--- src/common/sd_host_pkg.sv ---
// Host-internal state encodings and SPI clock ratio.
// sclk_half must be at least 1 and fit the 8-bit divider counter.
package sd_host_pkg;

  // Command sequencer
  typedef enum logic [2:0] {
    IDLE,
    SEND,
    RESPONSE,
    DATA,
    FINISH
  } ctrl_state_e;

  // Response and data receiver
  typedef enum logic [1:0] {
    RX_IDLE,
    RX_WAIT_START,
    RX_RECEIVE
  } rx_state_e;

  // Clock cycles per sclk half period
  localparam int sclk_half = 2;

endpackage

--- src/common/sd_proto_pkg.sv ---
// SD card SPI-mode protocol constants shared by host and card model.
// Only CMD0, CMD8, CMD13, CMD17 and CMD58 are covered. Single-block reads only.
package sd_proto_pkg;

  // Supported command indexes
  typedef enum logic [5:0] {
    CMD0  = 6'd0,
    CMD8  = 6'd8,
    CMD13 = 6'd13,
    CMD17 = 6'd17,
    CMD58 = 6'd58
  } cmd_e;

  // Response formats the receiver can collect
  typedef enum logic [2:0] {
    RESP_R1   = 3'd0,
    RESP_R3R7 = 3'd1,
    RESP_R2   = 3'd2,
    RESP_DATA = 3'd3
  } resp_e;

  // Lengths on the wire, in bits
  localparam int frame_bits = 48;
  localparam int r1_bits    = 8;
  localparam int r3r7_bits  = 40;
  localparam int r2_bits    = 16;
  localparam int block_bits = 512;
  localparam int crc16_bits = 16;

  // Stored response is sized for R3/R7
  localparam int resp_bits = 40;

  // x^7 + x^3 + 1 and x^16 + x^12 + x^5 + 1, top term implied
  localparam logic [6:0]  crc7_poly  = 7'h09;
  localparam logic [15:0] crc16_poly = 16'h1021;

endpackage

--- src/hdl/sd_host_ctrl.sv ---
// Command sequencer: send frame, collect response, then the data block for CMD17.
// A start is taken only while busy is low. Response type comes from the command.
`timescale 1ns/10ps

module sd_host_ctrl (
  input  logic                                clock,
  input  logic                                reset,
  input  logic                                start,
  input  logic [5:0]                          cmd_index,
  input  logic [31:0]                         argument,
  input  logic                                tx_done,
  input  logic                                rx_done,
  input  logic [sd_proto_pkg::block_bits-1:0] received_data,
  input  logic                                rx_crc_error,
  output logic                                clk_enable,
  output logic                                cs_n,
  output logic                                tx_start,
  output logic [5:0]                          command,
  output logic [31:0]                         tx_argument,
  output logic                                rx_start,
  output sd_proto_pkg::resp_e                 response_type,
  output logic                                busy,
  output logic                                done,
  output logic [sd_proto_pkg::resp_bits-1:0]  response,
  output logic [sd_proto_pkg::block_bits-1:0] read_data,
  output logic                                crc_error
);

  sd_host_pkg::ctrl_state_e state;
  sd_proto_pkg::cmd_e       cmd_q;
  logic                     read_accepted;

  function automatic sd_proto_pkg::resp_e resp_for(input sd_proto_pkg::cmd_e cmd);
    case (cmd)
      sd_proto_pkg::CMD8, sd_proto_pkg::CMD58: resp_for = sd_proto_pkg::RESP_R3R7;
      sd_proto_pkg::CMD13:                     resp_for = sd_proto_pkg::RESP_R2;
      default:                                 resp_for = sd_proto_pkg::RESP_R1;
    endcase
  endfunction

  // Block follows only a clean R1 to CMD17
  assign read_accepted = (cmd_q == sd_proto_pkg::CMD17) && (received_data[7:0] == 8'h00);

  assign command = cmd_q;
  assign busy    = (state != sd_host_pkg::IDLE) && (state != sd_host_pkg::FINISH);
  assign done    = (state == sd_host_pkg::FINISH);

  always_ff @(posedge clock or posedge reset) begin
    if (reset) begin
      state         <= sd_host_pkg::IDLE;
      cmd_q         <= sd_proto_pkg::CMD0;
      response_type <= sd_proto_pkg::RESP_R1;
      cs_n          <= 1'b1;
      clk_enable    <= 1'b0;
      tx_start      <= 1'b0;
      rx_start      <= 1'b0;
      crc_error     <= 1'b0;
    end else begin
      tx_start <= 1'b0;
      rx_start <= 1'b0;
      case (state)
        sd_host_pkg::IDLE, sd_host_pkg::FINISH: begin
          state <= sd_host_pkg::IDLE;
          if (start) begin
            cmd_q         <= sd_proto_pkg::cmd_e'(cmd_index);
            response_type <= resp_for(sd_proto_pkg::cmd_e'(cmd_index));
            crc_error     <= 1'b0;
            cs_n          <= 1'b0;
            clk_enable    <= 1'b1;
            tx_start      <= 1'b1;
            state         <= sd_host_pkg::SEND;
          end
        end
        sd_host_pkg::SEND: begin
          if (tx_done) begin
            rx_start <= 1'b1;
            state    <= sd_host_pkg::RESPONSE;
          end
        end
        sd_host_pkg::RESPONSE: begin
          if (rx_done && read_accepted) begin
            response_type <= sd_proto_pkg::RESP_DATA;
            rx_start      <= 1'b1;
            state         <= sd_host_pkg::DATA;
          end else if (rx_done) begin
            cs_n       <= 1'b1;
            clk_enable <= 1'b0;
            state      <= sd_host_pkg::FINISH;
          end
        end
        sd_host_pkg::DATA: begin
          if (rx_done) begin
            crc_error  <= rx_crc_error;
            cs_n       <= 1'b1;
            clk_enable <= 1'b0;
            state      <= sd_host_pkg::FINISH;
          end
        end
        default: state <= sd_host_pkg::IDLE;
      endcase
    end
  end

  // Results and argument
  always_ff @(posedge clock) begin
    if (!busy && start) begin
      tx_argument <= argument;
    end
    if (state == sd_host_pkg::RESPONSE && rx_done) begin
      response <= received_data[sd_proto_pkg::resp_bits-1:0];
    end
    if (state == sd_host_pkg::DATA && rx_done) begin
      read_data <= received_data;
    end
  end

  done_after_deselect: assert property (@(posedge clock) disable iff (reset)
    done |-> cs_n);

endmodule

--- src/hdl/sd_spi_clock.sv ---
// SPI clock divider. sclk idles high, so the first edge after enable is falling.
// Strobes are registered and line up with the cycle in which sclk changes.
`timescale 1ns/10ps

module sd_spi_clock (
  input  logic clock,
  input  logic reset,
  input  logic clk_enable,
  output logic sclk,
  output logic sample_strobe,
  output logic shift_strobe
);

  logic [7:0] half_count;
  logic       half_end;

  assign half_end = (half_count == 8'(sd_host_pkg::sclk_half - 1));

  always_ff @(posedge clock or posedge reset) begin
    if (reset) begin
      half_count    <= '0;
      sclk          <= 1'b1;
      sample_strobe <= 1'b0;
      shift_strobe  <= 1'b0;
    end else begin
      sample_strobe <= clk_enable && half_end && !sclk;
      shift_strobe  <= clk_enable && half_end && sclk;
      if (!clk_enable) begin
        // Realign so each transaction starts from the same phase
        half_count <= '0;
        sclk       <= 1'b1;
      end else if (half_end) begin
        half_count <= '0;
        sclk       <= !sclk;
      end else begin
        half_count <= half_count + 8'd1;
      end
    end
  end

  // Every sclk edge while running carries its own strobe and only that one
  strobe_marks_edge: assert property (@(posedge clock) disable iff (reset)
    $past(clk_enable) && (sclk != $past(sclk)) |->
      (sclk ? (sample_strobe && !shift_strobe) : (shift_strobe && !sample_strobe)));

endmodule

--- src/hdl/sd_spi_host.sv ---
// SPI-mode SD host top level. One command at a time; wait for busy low.
// No write, busy wait or multi-block support.
`timescale 1ns/10ps

module sd_spi_host (
  input  logic                                clock,
  input  logic                                reset,
  input  logic                                start,
  input  logic [5:0]                          cmd_index,
  input  logic [31:0]                         argument,
  output logic                                busy,
  output logic                                done,
  output logic [sd_proto_pkg::resp_bits-1:0]  response,
  output logic [sd_proto_pkg::block_bits-1:0] read_data,
  output logic                                crc_error,
  output logic                                sclk,
  output logic                                cs_n,
  output logic                                mosi,
  input  logic                                miso
);

  logic                                clk_enable;
  logic                                sample_strobe;
  logic                                shift_strobe;
  logic                                tx_start;
  logic                                tx_done;
  logic [5:0]                          command;
  logic [31:0]                         tx_argument;
  logic                                rx_start;
  logic                                rx_done;
  logic                                rx_crc_error;
  sd_proto_pkg::resp_e                 response_type;
  logic [sd_proto_pkg::block_bits-1:0] received_data;

  sd_host_ctrl u_ctrl (
    .clock         (clock),
    .reset         (reset),
    .start         (start),
    .cmd_index     (cmd_index),
    .argument      (argument),
    .tx_done       (tx_done),
    .rx_done       (rx_done),
    .received_data (received_data),
    .rx_crc_error  (rx_crc_error),
    .clk_enable    (clk_enable),
    .cs_n          (cs_n),
    .tx_start      (tx_start),
    .command       (command),
    .tx_argument   (tx_argument),
    .rx_start      (rx_start),
    .response_type (response_type),
    .busy          (busy),
    .done          (done),
    .response      (response),
    .read_data     (read_data),
    .crc_error     (crc_error)
  );

  sd_spi_clock u_clock (
    .clock         (clock),
    .reset         (reset),
    .clk_enable    (clk_enable),
    .sclk          (sclk),
    .sample_strobe (sample_strobe),
    .shift_strobe  (shift_strobe)
  );

  sd_transmitter u_tx (
    .clock         (clock),
    .reset         (reset),
    .tx_start      (tx_start),
    .command       (command),
    .argument      (tx_argument),
    .shift_strobe  (shift_strobe),
    .sample_strobe (sample_strobe),
    .mosi          (mosi),
    .tx_done       (tx_done)
  );

  sd_receiver u_rx (
    .clock         (clock),
    .reset         (reset),
    .rx_start      (rx_start),
    .response_type (response_type),
    .sample_strobe (sample_strobe),
    .miso          (miso),
    .received_data (received_data),
    .rx_done       (rx_done),
    .crc_error     (rx_crc_error)
  );

endmodule

--- src/sd_receiver/sd_receiver.sv ---
// Serial receiver for R1, R3/R7, R2 and a single data block.
// The wait for the card's first zero bit is unbounded; no timeout.
// Responses arrive right-aligned in received_data.
`timescale 1ns/10ps

module sd_receiver (
  input  logic                                clock,
  input  logic                                reset,
  input  logic                                rx_start,
  input  sd_proto_pkg::resp_e                 response_type,
  input  logic                                sample_strobe,
  input  logic                                miso,
  output logic [sd_proto_pkg::block_bits-1:0] received_data,
  output logic                                rx_done,
  output logic                                crc_error
);

  sd_host_pkg::rx_state_e state;
  sd_proto_pkg::resp_e    rx_type;

  // Bits still to come, counting down to the final one
  logic [9:0]  bits_left;
  logic [15:0] crc16;
  logic        crc_feedback;
  logic        is_data;
  logic        store_bit;

  assign is_data      = (rx_type == sd_proto_pkg::RESP_DATA);
  assign crc_feedback = crc16[15] ^ miso;
  // Data register holds still while the CRC field goes past
  assign store_bit    = !is_data || (bits_left > 10'(sd_proto_pkg::crc16_bits));

  function automatic logic [9:0] resp_length(input sd_proto_pkg::resp_e kind);
    case (kind)
      sd_proto_pkg::RESP_R3R7: resp_length = 10'(sd_proto_pkg::r3r7_bits);
      sd_proto_pkg::RESP_R2:   resp_length = 10'(sd_proto_pkg::r2_bits);
      default:                 resp_length = 10'(sd_proto_pkg::r1_bits);
    endcase
  endfunction

  // Shift register is cleared per transfer so short responses sit right-aligned
  always_ff @(posedge clock) begin
    if (rx_start) begin
      received_data <= '0;
    end else if (sample_strobe) begin
      if (state == sd_host_pkg::RX_WAIT_START && !miso && !is_data) begin
        received_data <= {received_data[sd_proto_pkg::block_bits-2:0], miso};
      end else if (state == sd_host_pkg::RX_RECEIVE && store_bit) begin
        received_data <= {received_data[sd_proto_pkg::block_bits-2:0], miso};
      end
    end
  end

  always_ff @(posedge clock or posedge reset) begin
    if (reset) begin
      state     <= sd_host_pkg::RX_IDLE;
      rx_type   <= sd_proto_pkg::RESP_R1;
      bits_left <= '0;
      crc16     <= '0;
      rx_done   <= 1'b0;
    end else begin
      rx_done <= 1'b0;
      case (state)
        sd_host_pkg::RX_IDLE: begin
          if (rx_start) begin
            rx_type <= response_type;
            crc16   <= '0;
            state   <= sd_host_pkg::RX_WAIT_START;
          end
        end
        sd_host_pkg::RX_WAIT_START: begin
          if (sample_strobe && !miso) begin
            // Token zero is dropped; a response's start bit is its first bit
            if (is_data) begin
              bits_left <= 10'(sd_proto_pkg::block_bits + sd_proto_pkg::crc16_bits);
            end else begin
              bits_left <= resp_length(rx_type) - 10'd1;
            end
            state <= sd_host_pkg::RX_RECEIVE;
          end
        end
        sd_host_pkg::RX_RECEIVE: begin
          if (sample_strobe) begin
            if (is_data) begin
              crc16 <= {crc16[14:0], 1'b0} ^
                       (crc_feedback ? sd_proto_pkg::crc16_poly : 16'd0);
            end
            bits_left <= bits_left - 10'd1;
            if (bits_left == 10'd1) begin
              rx_done <= 1'b1;
              state   <= sd_host_pkg::RX_IDLE;
            end
          end
        end
        default: state <= sd_host_pkg::RX_IDLE;
      endcase
    end
  end

  // Remainder over data plus CRC must be zero
  assign crc_error = rx_done && is_data && (crc16 != 16'd0);

  start_only_when_idle: assert property (@(posedge clock) disable iff (reset)
    rx_start |-> state == sd_host_pkg::RX_IDLE);

endmodule

--- src/sd_transmitter/sd_transmitter.sv ---
// Command frame transmitter with CRC7. mosi changes only on shift_strobe
// and rests high between frames. command and argument are taken on tx_start.
`timescale 1ns/10ps

module sd_transmitter (
  input  logic        clock,
  input  logic        reset,
  input  logic        tx_start,
  input  logic [5:0]  command,
  input  logic [31:0] argument,
  input  logic        shift_strobe,
  input  logic        sample_strobe,
  output logic        mosi,
  output logic        tx_done
);

  // Start bit, transmission bit, index and argument
  logic [39:0] shift_reg;
  logic [6:0]  crc7;
  logic [5:0]  bit_count;
  logic        active;
  logic        in_payload;
  logic        in_crc;
  logic        crc_feedback;

  assign in_payload   = (bit_count < 6'd40);
  assign in_crc       = (bit_count < 6'(sd_proto_pkg::frame_bits - 1)) && !in_payload;
  assign crc_feedback = crc7[6] ^ shift_reg[39];

  // Frame payload and CRC, loaded fresh for every command
  always_ff @(posedge clock) begin
    if (tx_start) begin
      shift_reg <= {2'b01, command, argument};
      crc7      <= '0;
    end else if (active && shift_strobe) begin
      if (in_payload) begin
        shift_reg <= {shift_reg[38:0], 1'b0};
        crc7      <= {crc7[5:0], 1'b0} ^ (crc_feedback ? sd_proto_pkg::crc7_poly : 7'd0);
      end else if (in_crc) begin
        crc7 <= {crc7[5:0], 1'b0};
      end
    end
  end

  always_ff @(posedge clock or posedge reset) begin
    if (reset) begin
      active    <= 1'b0;
      bit_count <= '0;
      mosi      <= 1'b1;
      tx_done   <= 1'b0;
    end else begin
      tx_done <= 1'b0;
      if (tx_start) begin
        active    <= 1'b1;
        bit_count <= '0;
      end else if (active) begin
        if (shift_strobe && bit_count != 6'(sd_proto_pkg::frame_bits)) begin
          bit_count <= bit_count + 6'd1;
          if (in_payload) begin
            mosi <= shift_reg[39];
          end else if (in_crc) begin
            mosi <= crc7[6];
          end else begin
            // Stop bit
            mosi <= 1'b1;
          end
        end else if (sample_strobe && bit_count == 6'(sd_proto_pkg::frame_bits)) begin
          // Last bit has been sampled by the card
          active  <= 1'b0;
          tx_done <= 1'b1;
          mosi    <= 1'b1;
        end
      end
    end
  end

  no_start_mid_frame: assert property (@(posedge clock) disable iff (reset)
    tx_start |-> !active);

endmodule

--- config.mk ---
export PLATFORM = sky130hd
export DESIGN_NAME = sd_spi_host
export DESIGN_NICKNAME = d
export VERILOG_FILES = /design/src/common/sd_host_pkg.sv /design/src/common/sd_proto_pkg.sv /design/src/hdl/sd_host_ctrl.sv /design/src/hdl/sd_spi_clock.sv /design/src/hdl/sd_spi_host.sv /design/src/sd_receiver/sd_receiver.sv /design/src/sd_transmitter/sd_transmitter.sv
export SDC_FILE = /design/constraint.sdc
export NUM_CORES = 2
export LEC_CHECK = 0
export BUFFER_PORTS_ARGS = -buffer_cell sky130_fd_sc_hd__buf_4
export CORE_UTILIZATION = 60
export CTS_BUF_LIST = sky130_fd_sc_hd__clkbuf_8
export DETAILED_ROUTE_END_ITERATION = 7
export GPL_ROUTABILITY_DRIVEN = 1
export PLACE_DENSITY = 0.84
export SLEW_MARGIN = 20
export SYNTH_ARGS = -nofsm -noshare
export SYNTH_HDL_FRONTEND = slang
export SYNTH_SLANG_ARGS = --single-unit
--- constraint.sdc ---
create_clock -name clock -period 28.5 [get_ports clock]
set_input_delay 1.425 -clock clock [delete_from_list [all_inputs] [get_ports clock]]
set_output_delay 1.425 -clock clock [all_outputs]
set_load 0.005 [all_outputs]
==> flow_summary.json <==
{
  "run_status": "finished, final reports clean",
  "synth-seq-cells": 1210,
  "path_delay_family": "buffers and inverters",
  "postCtsHoldBufs": 0,
  "top_regs": "u_ctrl.read_data (512), u_rx.received_data (512)",
  "cap_viol_max_count": 0,
  "crit_buf_inv": 3,
  "hpwlAfterDp_um": 56500,
  "synth-async-reset-ratio_pct": 5.54,
  "finClkSkew_ns": 0.0534,
  "place_ws_ns": 23.18,
  "syn_area_per_cell_um2": 15.8,
  "slowest_stage": "buf_4",
  "critPathMaxFanout": 152,
  "synth_compound_area_share_pct": 1.15,
  "rows": 97,
  "slowest_delay_ns": 0.84,
  "tightest_slew_ns": 1.18,
  "syn_inst": 2701,
  "cts_tree": "done",
  "floorplan.initialDensity_pct": 60.8,
  "postCtsSetupBuffers": 0,
  "yosysWarnings": 0,
  "synthXorXnorAreaFrac_pct": 0.287,
  "ys_seq_area_share_pct": 72.2,
  "ant_nets": 0,
  "routed_wirelength_um": 87200,
  "cts_buffers": 178,
  "dp.cells": 4123,
  "area_delta_synth_final_pct": 18.6,
  "drv_slew": 0,
  "cts_root_buf": "clkbuf_8",
  "cp_cell_sequence": "nor2b_1 -> o21ai_1 -> a21oi_4 -> buf_4 -> buf_4 -> buf_12 -> mux2i_1",
  "setup_viol": 0,
  "hold_violations": 0,
  "grtUsageTotal_pct": 23.4,
  "antenna_found_initial": 2,
  "synth_top_family_by_area": "multiplexers",
  "peakVddDrop_mv": 0.0494,
  "final_layout_size_suffix_gt1_share_pct": 25.5,
  "power.leakage_nw": 21.8,
  "final_cell_mix": "edfxtp_1, buf_4, mux2i_1, dfxtp_1, nand2b_1",
  "fin_ws_ns": 23.42,
  "syn_area_um2": 42700,
  "cts.clk_slew.worst_paths_ns": 0.06,
  "grt_max_degree": 198,
  "die_h_um": 269,
  "timing.fmax_mhz": 197,
  "fp.dieArea_um2": 72200,
  "synth_flop_cell": "edfxtp_1",
  "gp_congestion": 0.856,
  "placed_cell_area_um2": 47100,
  "holdWs_ns": 0.404,
  "grt_overflow_total": 0,
  "cts_max_path_buffers": 3,
  "drtIter0Drc": 1550,
  "synthesis.nets": 2753,
  "crit_path_frequent_cell": "buf_4",
  "synth_edf_count": 622,
  "die-width_um": 269,
  "routedWlPerCell_um": 19.5,
  "instances_no_fill": 4460,
  "crit_required_ns": 29.21,
  "vias_per_cell": 5.28,
  "nNetsFinal": 3417,
  "hold_path.class": "flip-flop to flip-flop",
  "drc": 0,
  "power.total_mw": 3.13,
  "rsz0062_at_grt": "false",
  "cts_sinks": 1210,
  "clock_latency_ns": 0.82,
  "startpoint_type": "flip-flop",
  "fin_crit_ns": 5.08,
  "ys_types": 60,
  "muxShareOfSynthArea_pct": 13.2,
  "crit_type": "flip-flop to flip-flop",
  "yosys.area_share.adder_pct": 0.293,
  "grt_pass1_vias": 23600,
  "cts_resized": 0,
  "pin_count": 600,
  "grt_pass1_wl_um": 131000,
  "endpoint_kind": "flip-flop",
  "vias": 23600,
  "slew_headroom_pct": 21.2,
  "synthSimpleGateAreaFrac_pct": 9.47,
  "post-route-util_pct": 72.1,
  "min_period_over_period_pct": 17.8,
  "first_pass_iters": 5,
  "core_um2": 70100,
  "fillers": 4277,
  "io_buffers": 599,
  "pwr_density_cell_nw_per_um2": 61.9,
  "fin_area_um2": 50600,
  "layout_commonest_cell": "edfxtp_1",
  "tns_ns": 0,
  "htreeDepth": 4,
  "arrival_ns": 5.79
}
## cell families after synthesis
group / count (synthesis)
DFF: 1210
and+or+nand+nor: 684
muxes: 559
buffers and inverters: 146
AOI/OAI and AO/OA: 78
xor gates and xnor gates: 14
adders and majority gates: 10
## final timing paths
path	cells after the start	startpoint	end	slack, ns
min reg2reg	0	u_rx.received_data[78]$_SDFFE_PP0P_	u_ctrl.read_data[78]$_DFFE_PP_	0.40
min	0	u_rx.received_data[78]$_SDFFE_PP0P_	u_ctrl.read_data[78]$_DFFE_PP_	0.40
max in group asynchronous	3	reset	u_ctrl.rx_start$_DFF_PP0_	26.92
max	7	u_rx.state[1]$_DFFE_PP0P_	u_rx.received_data[133]$_SDFFE_PP0P_	23.42
min in group asynchronous	3	reset	u_rx.crc16[1]$_DFFE_PP0P_	0.88
max reg2reg	7	u_rx.state[1]$_DFFE_PP0P_	u_rx.received_data[133]$_SDFFE_PP0P_	23.42
## layout make-up
cell class,instances,area (um^2),share of cell area (%)
Timing Repair Buffer,615,4700,9.29
Tap cell,940,1180,2.32
Clock buffer,200,2750,5.44
Sequential cell,1210,30800,60.9
Inverter,15,56.3,0.111
Antenna cell,1,2.50,0.00495
Clock inverter,134,668,1.32
Multi-Input combinational cell,1345,10400,20.6
## where the power goes
| part | switching, mW | internal, mW |
|---|---|---|
| sequential | 0 | 1.82 |
| clock | 0.647 | 0.661 |
| combinational | 0.00359 | 0.00396 |
## synth_stat cells, types with 3 or more instances
master / number / area, um^2
edfxtp_1: 622 / 18700
dfxtp_1: 521 / 10400
mux2i_1: 521 / 5220
nand2b_1: 519 / 3250
clkbuf_1: 68 / 255
nand2_1: 68 / 255
dfrtp_1: 64 / 1600
buf_12: 55 / 1100
mux2_2: 38 / 428
nor2_1: 38 / 143
o21ai_0: 32 / 160
inv_1: 14 / 52.6
a21oi_1: 12 / 60.1
ha_1: 10 / 125
xor2_1: 9 / 78.8
nand3_1: 8 / 40.0
nor3_1: 7 / 35.0
nor4_1: 7 / 43.8
a21o_1: 6 / 45.0
and2_1: 5 / 31.3
and3_1: 5 / 31.3
nor2b_1: 5 / 31.3
or3_1: 5 / 31.3
xnor2_1: 5 / 43.8
nand4_1: 4 / 25.0
o21a_1: 4 / 30.0
buf_1: 3 / 11.3
buf_2: 3 / 15.0
dfstp_2: 3 / 78.8
nor4b_1: 3 / 26.3
## per-layer routing
metal	track usage, %	up-vias	routed length [um]
met5	0	-	0
met4	9.87	0	2870
met3	6.49	166	5760
met2	40.6	791	45000
met1	27.1	11600	33600
li1	-	11000	-
Power figures use the tool's default switching activity.
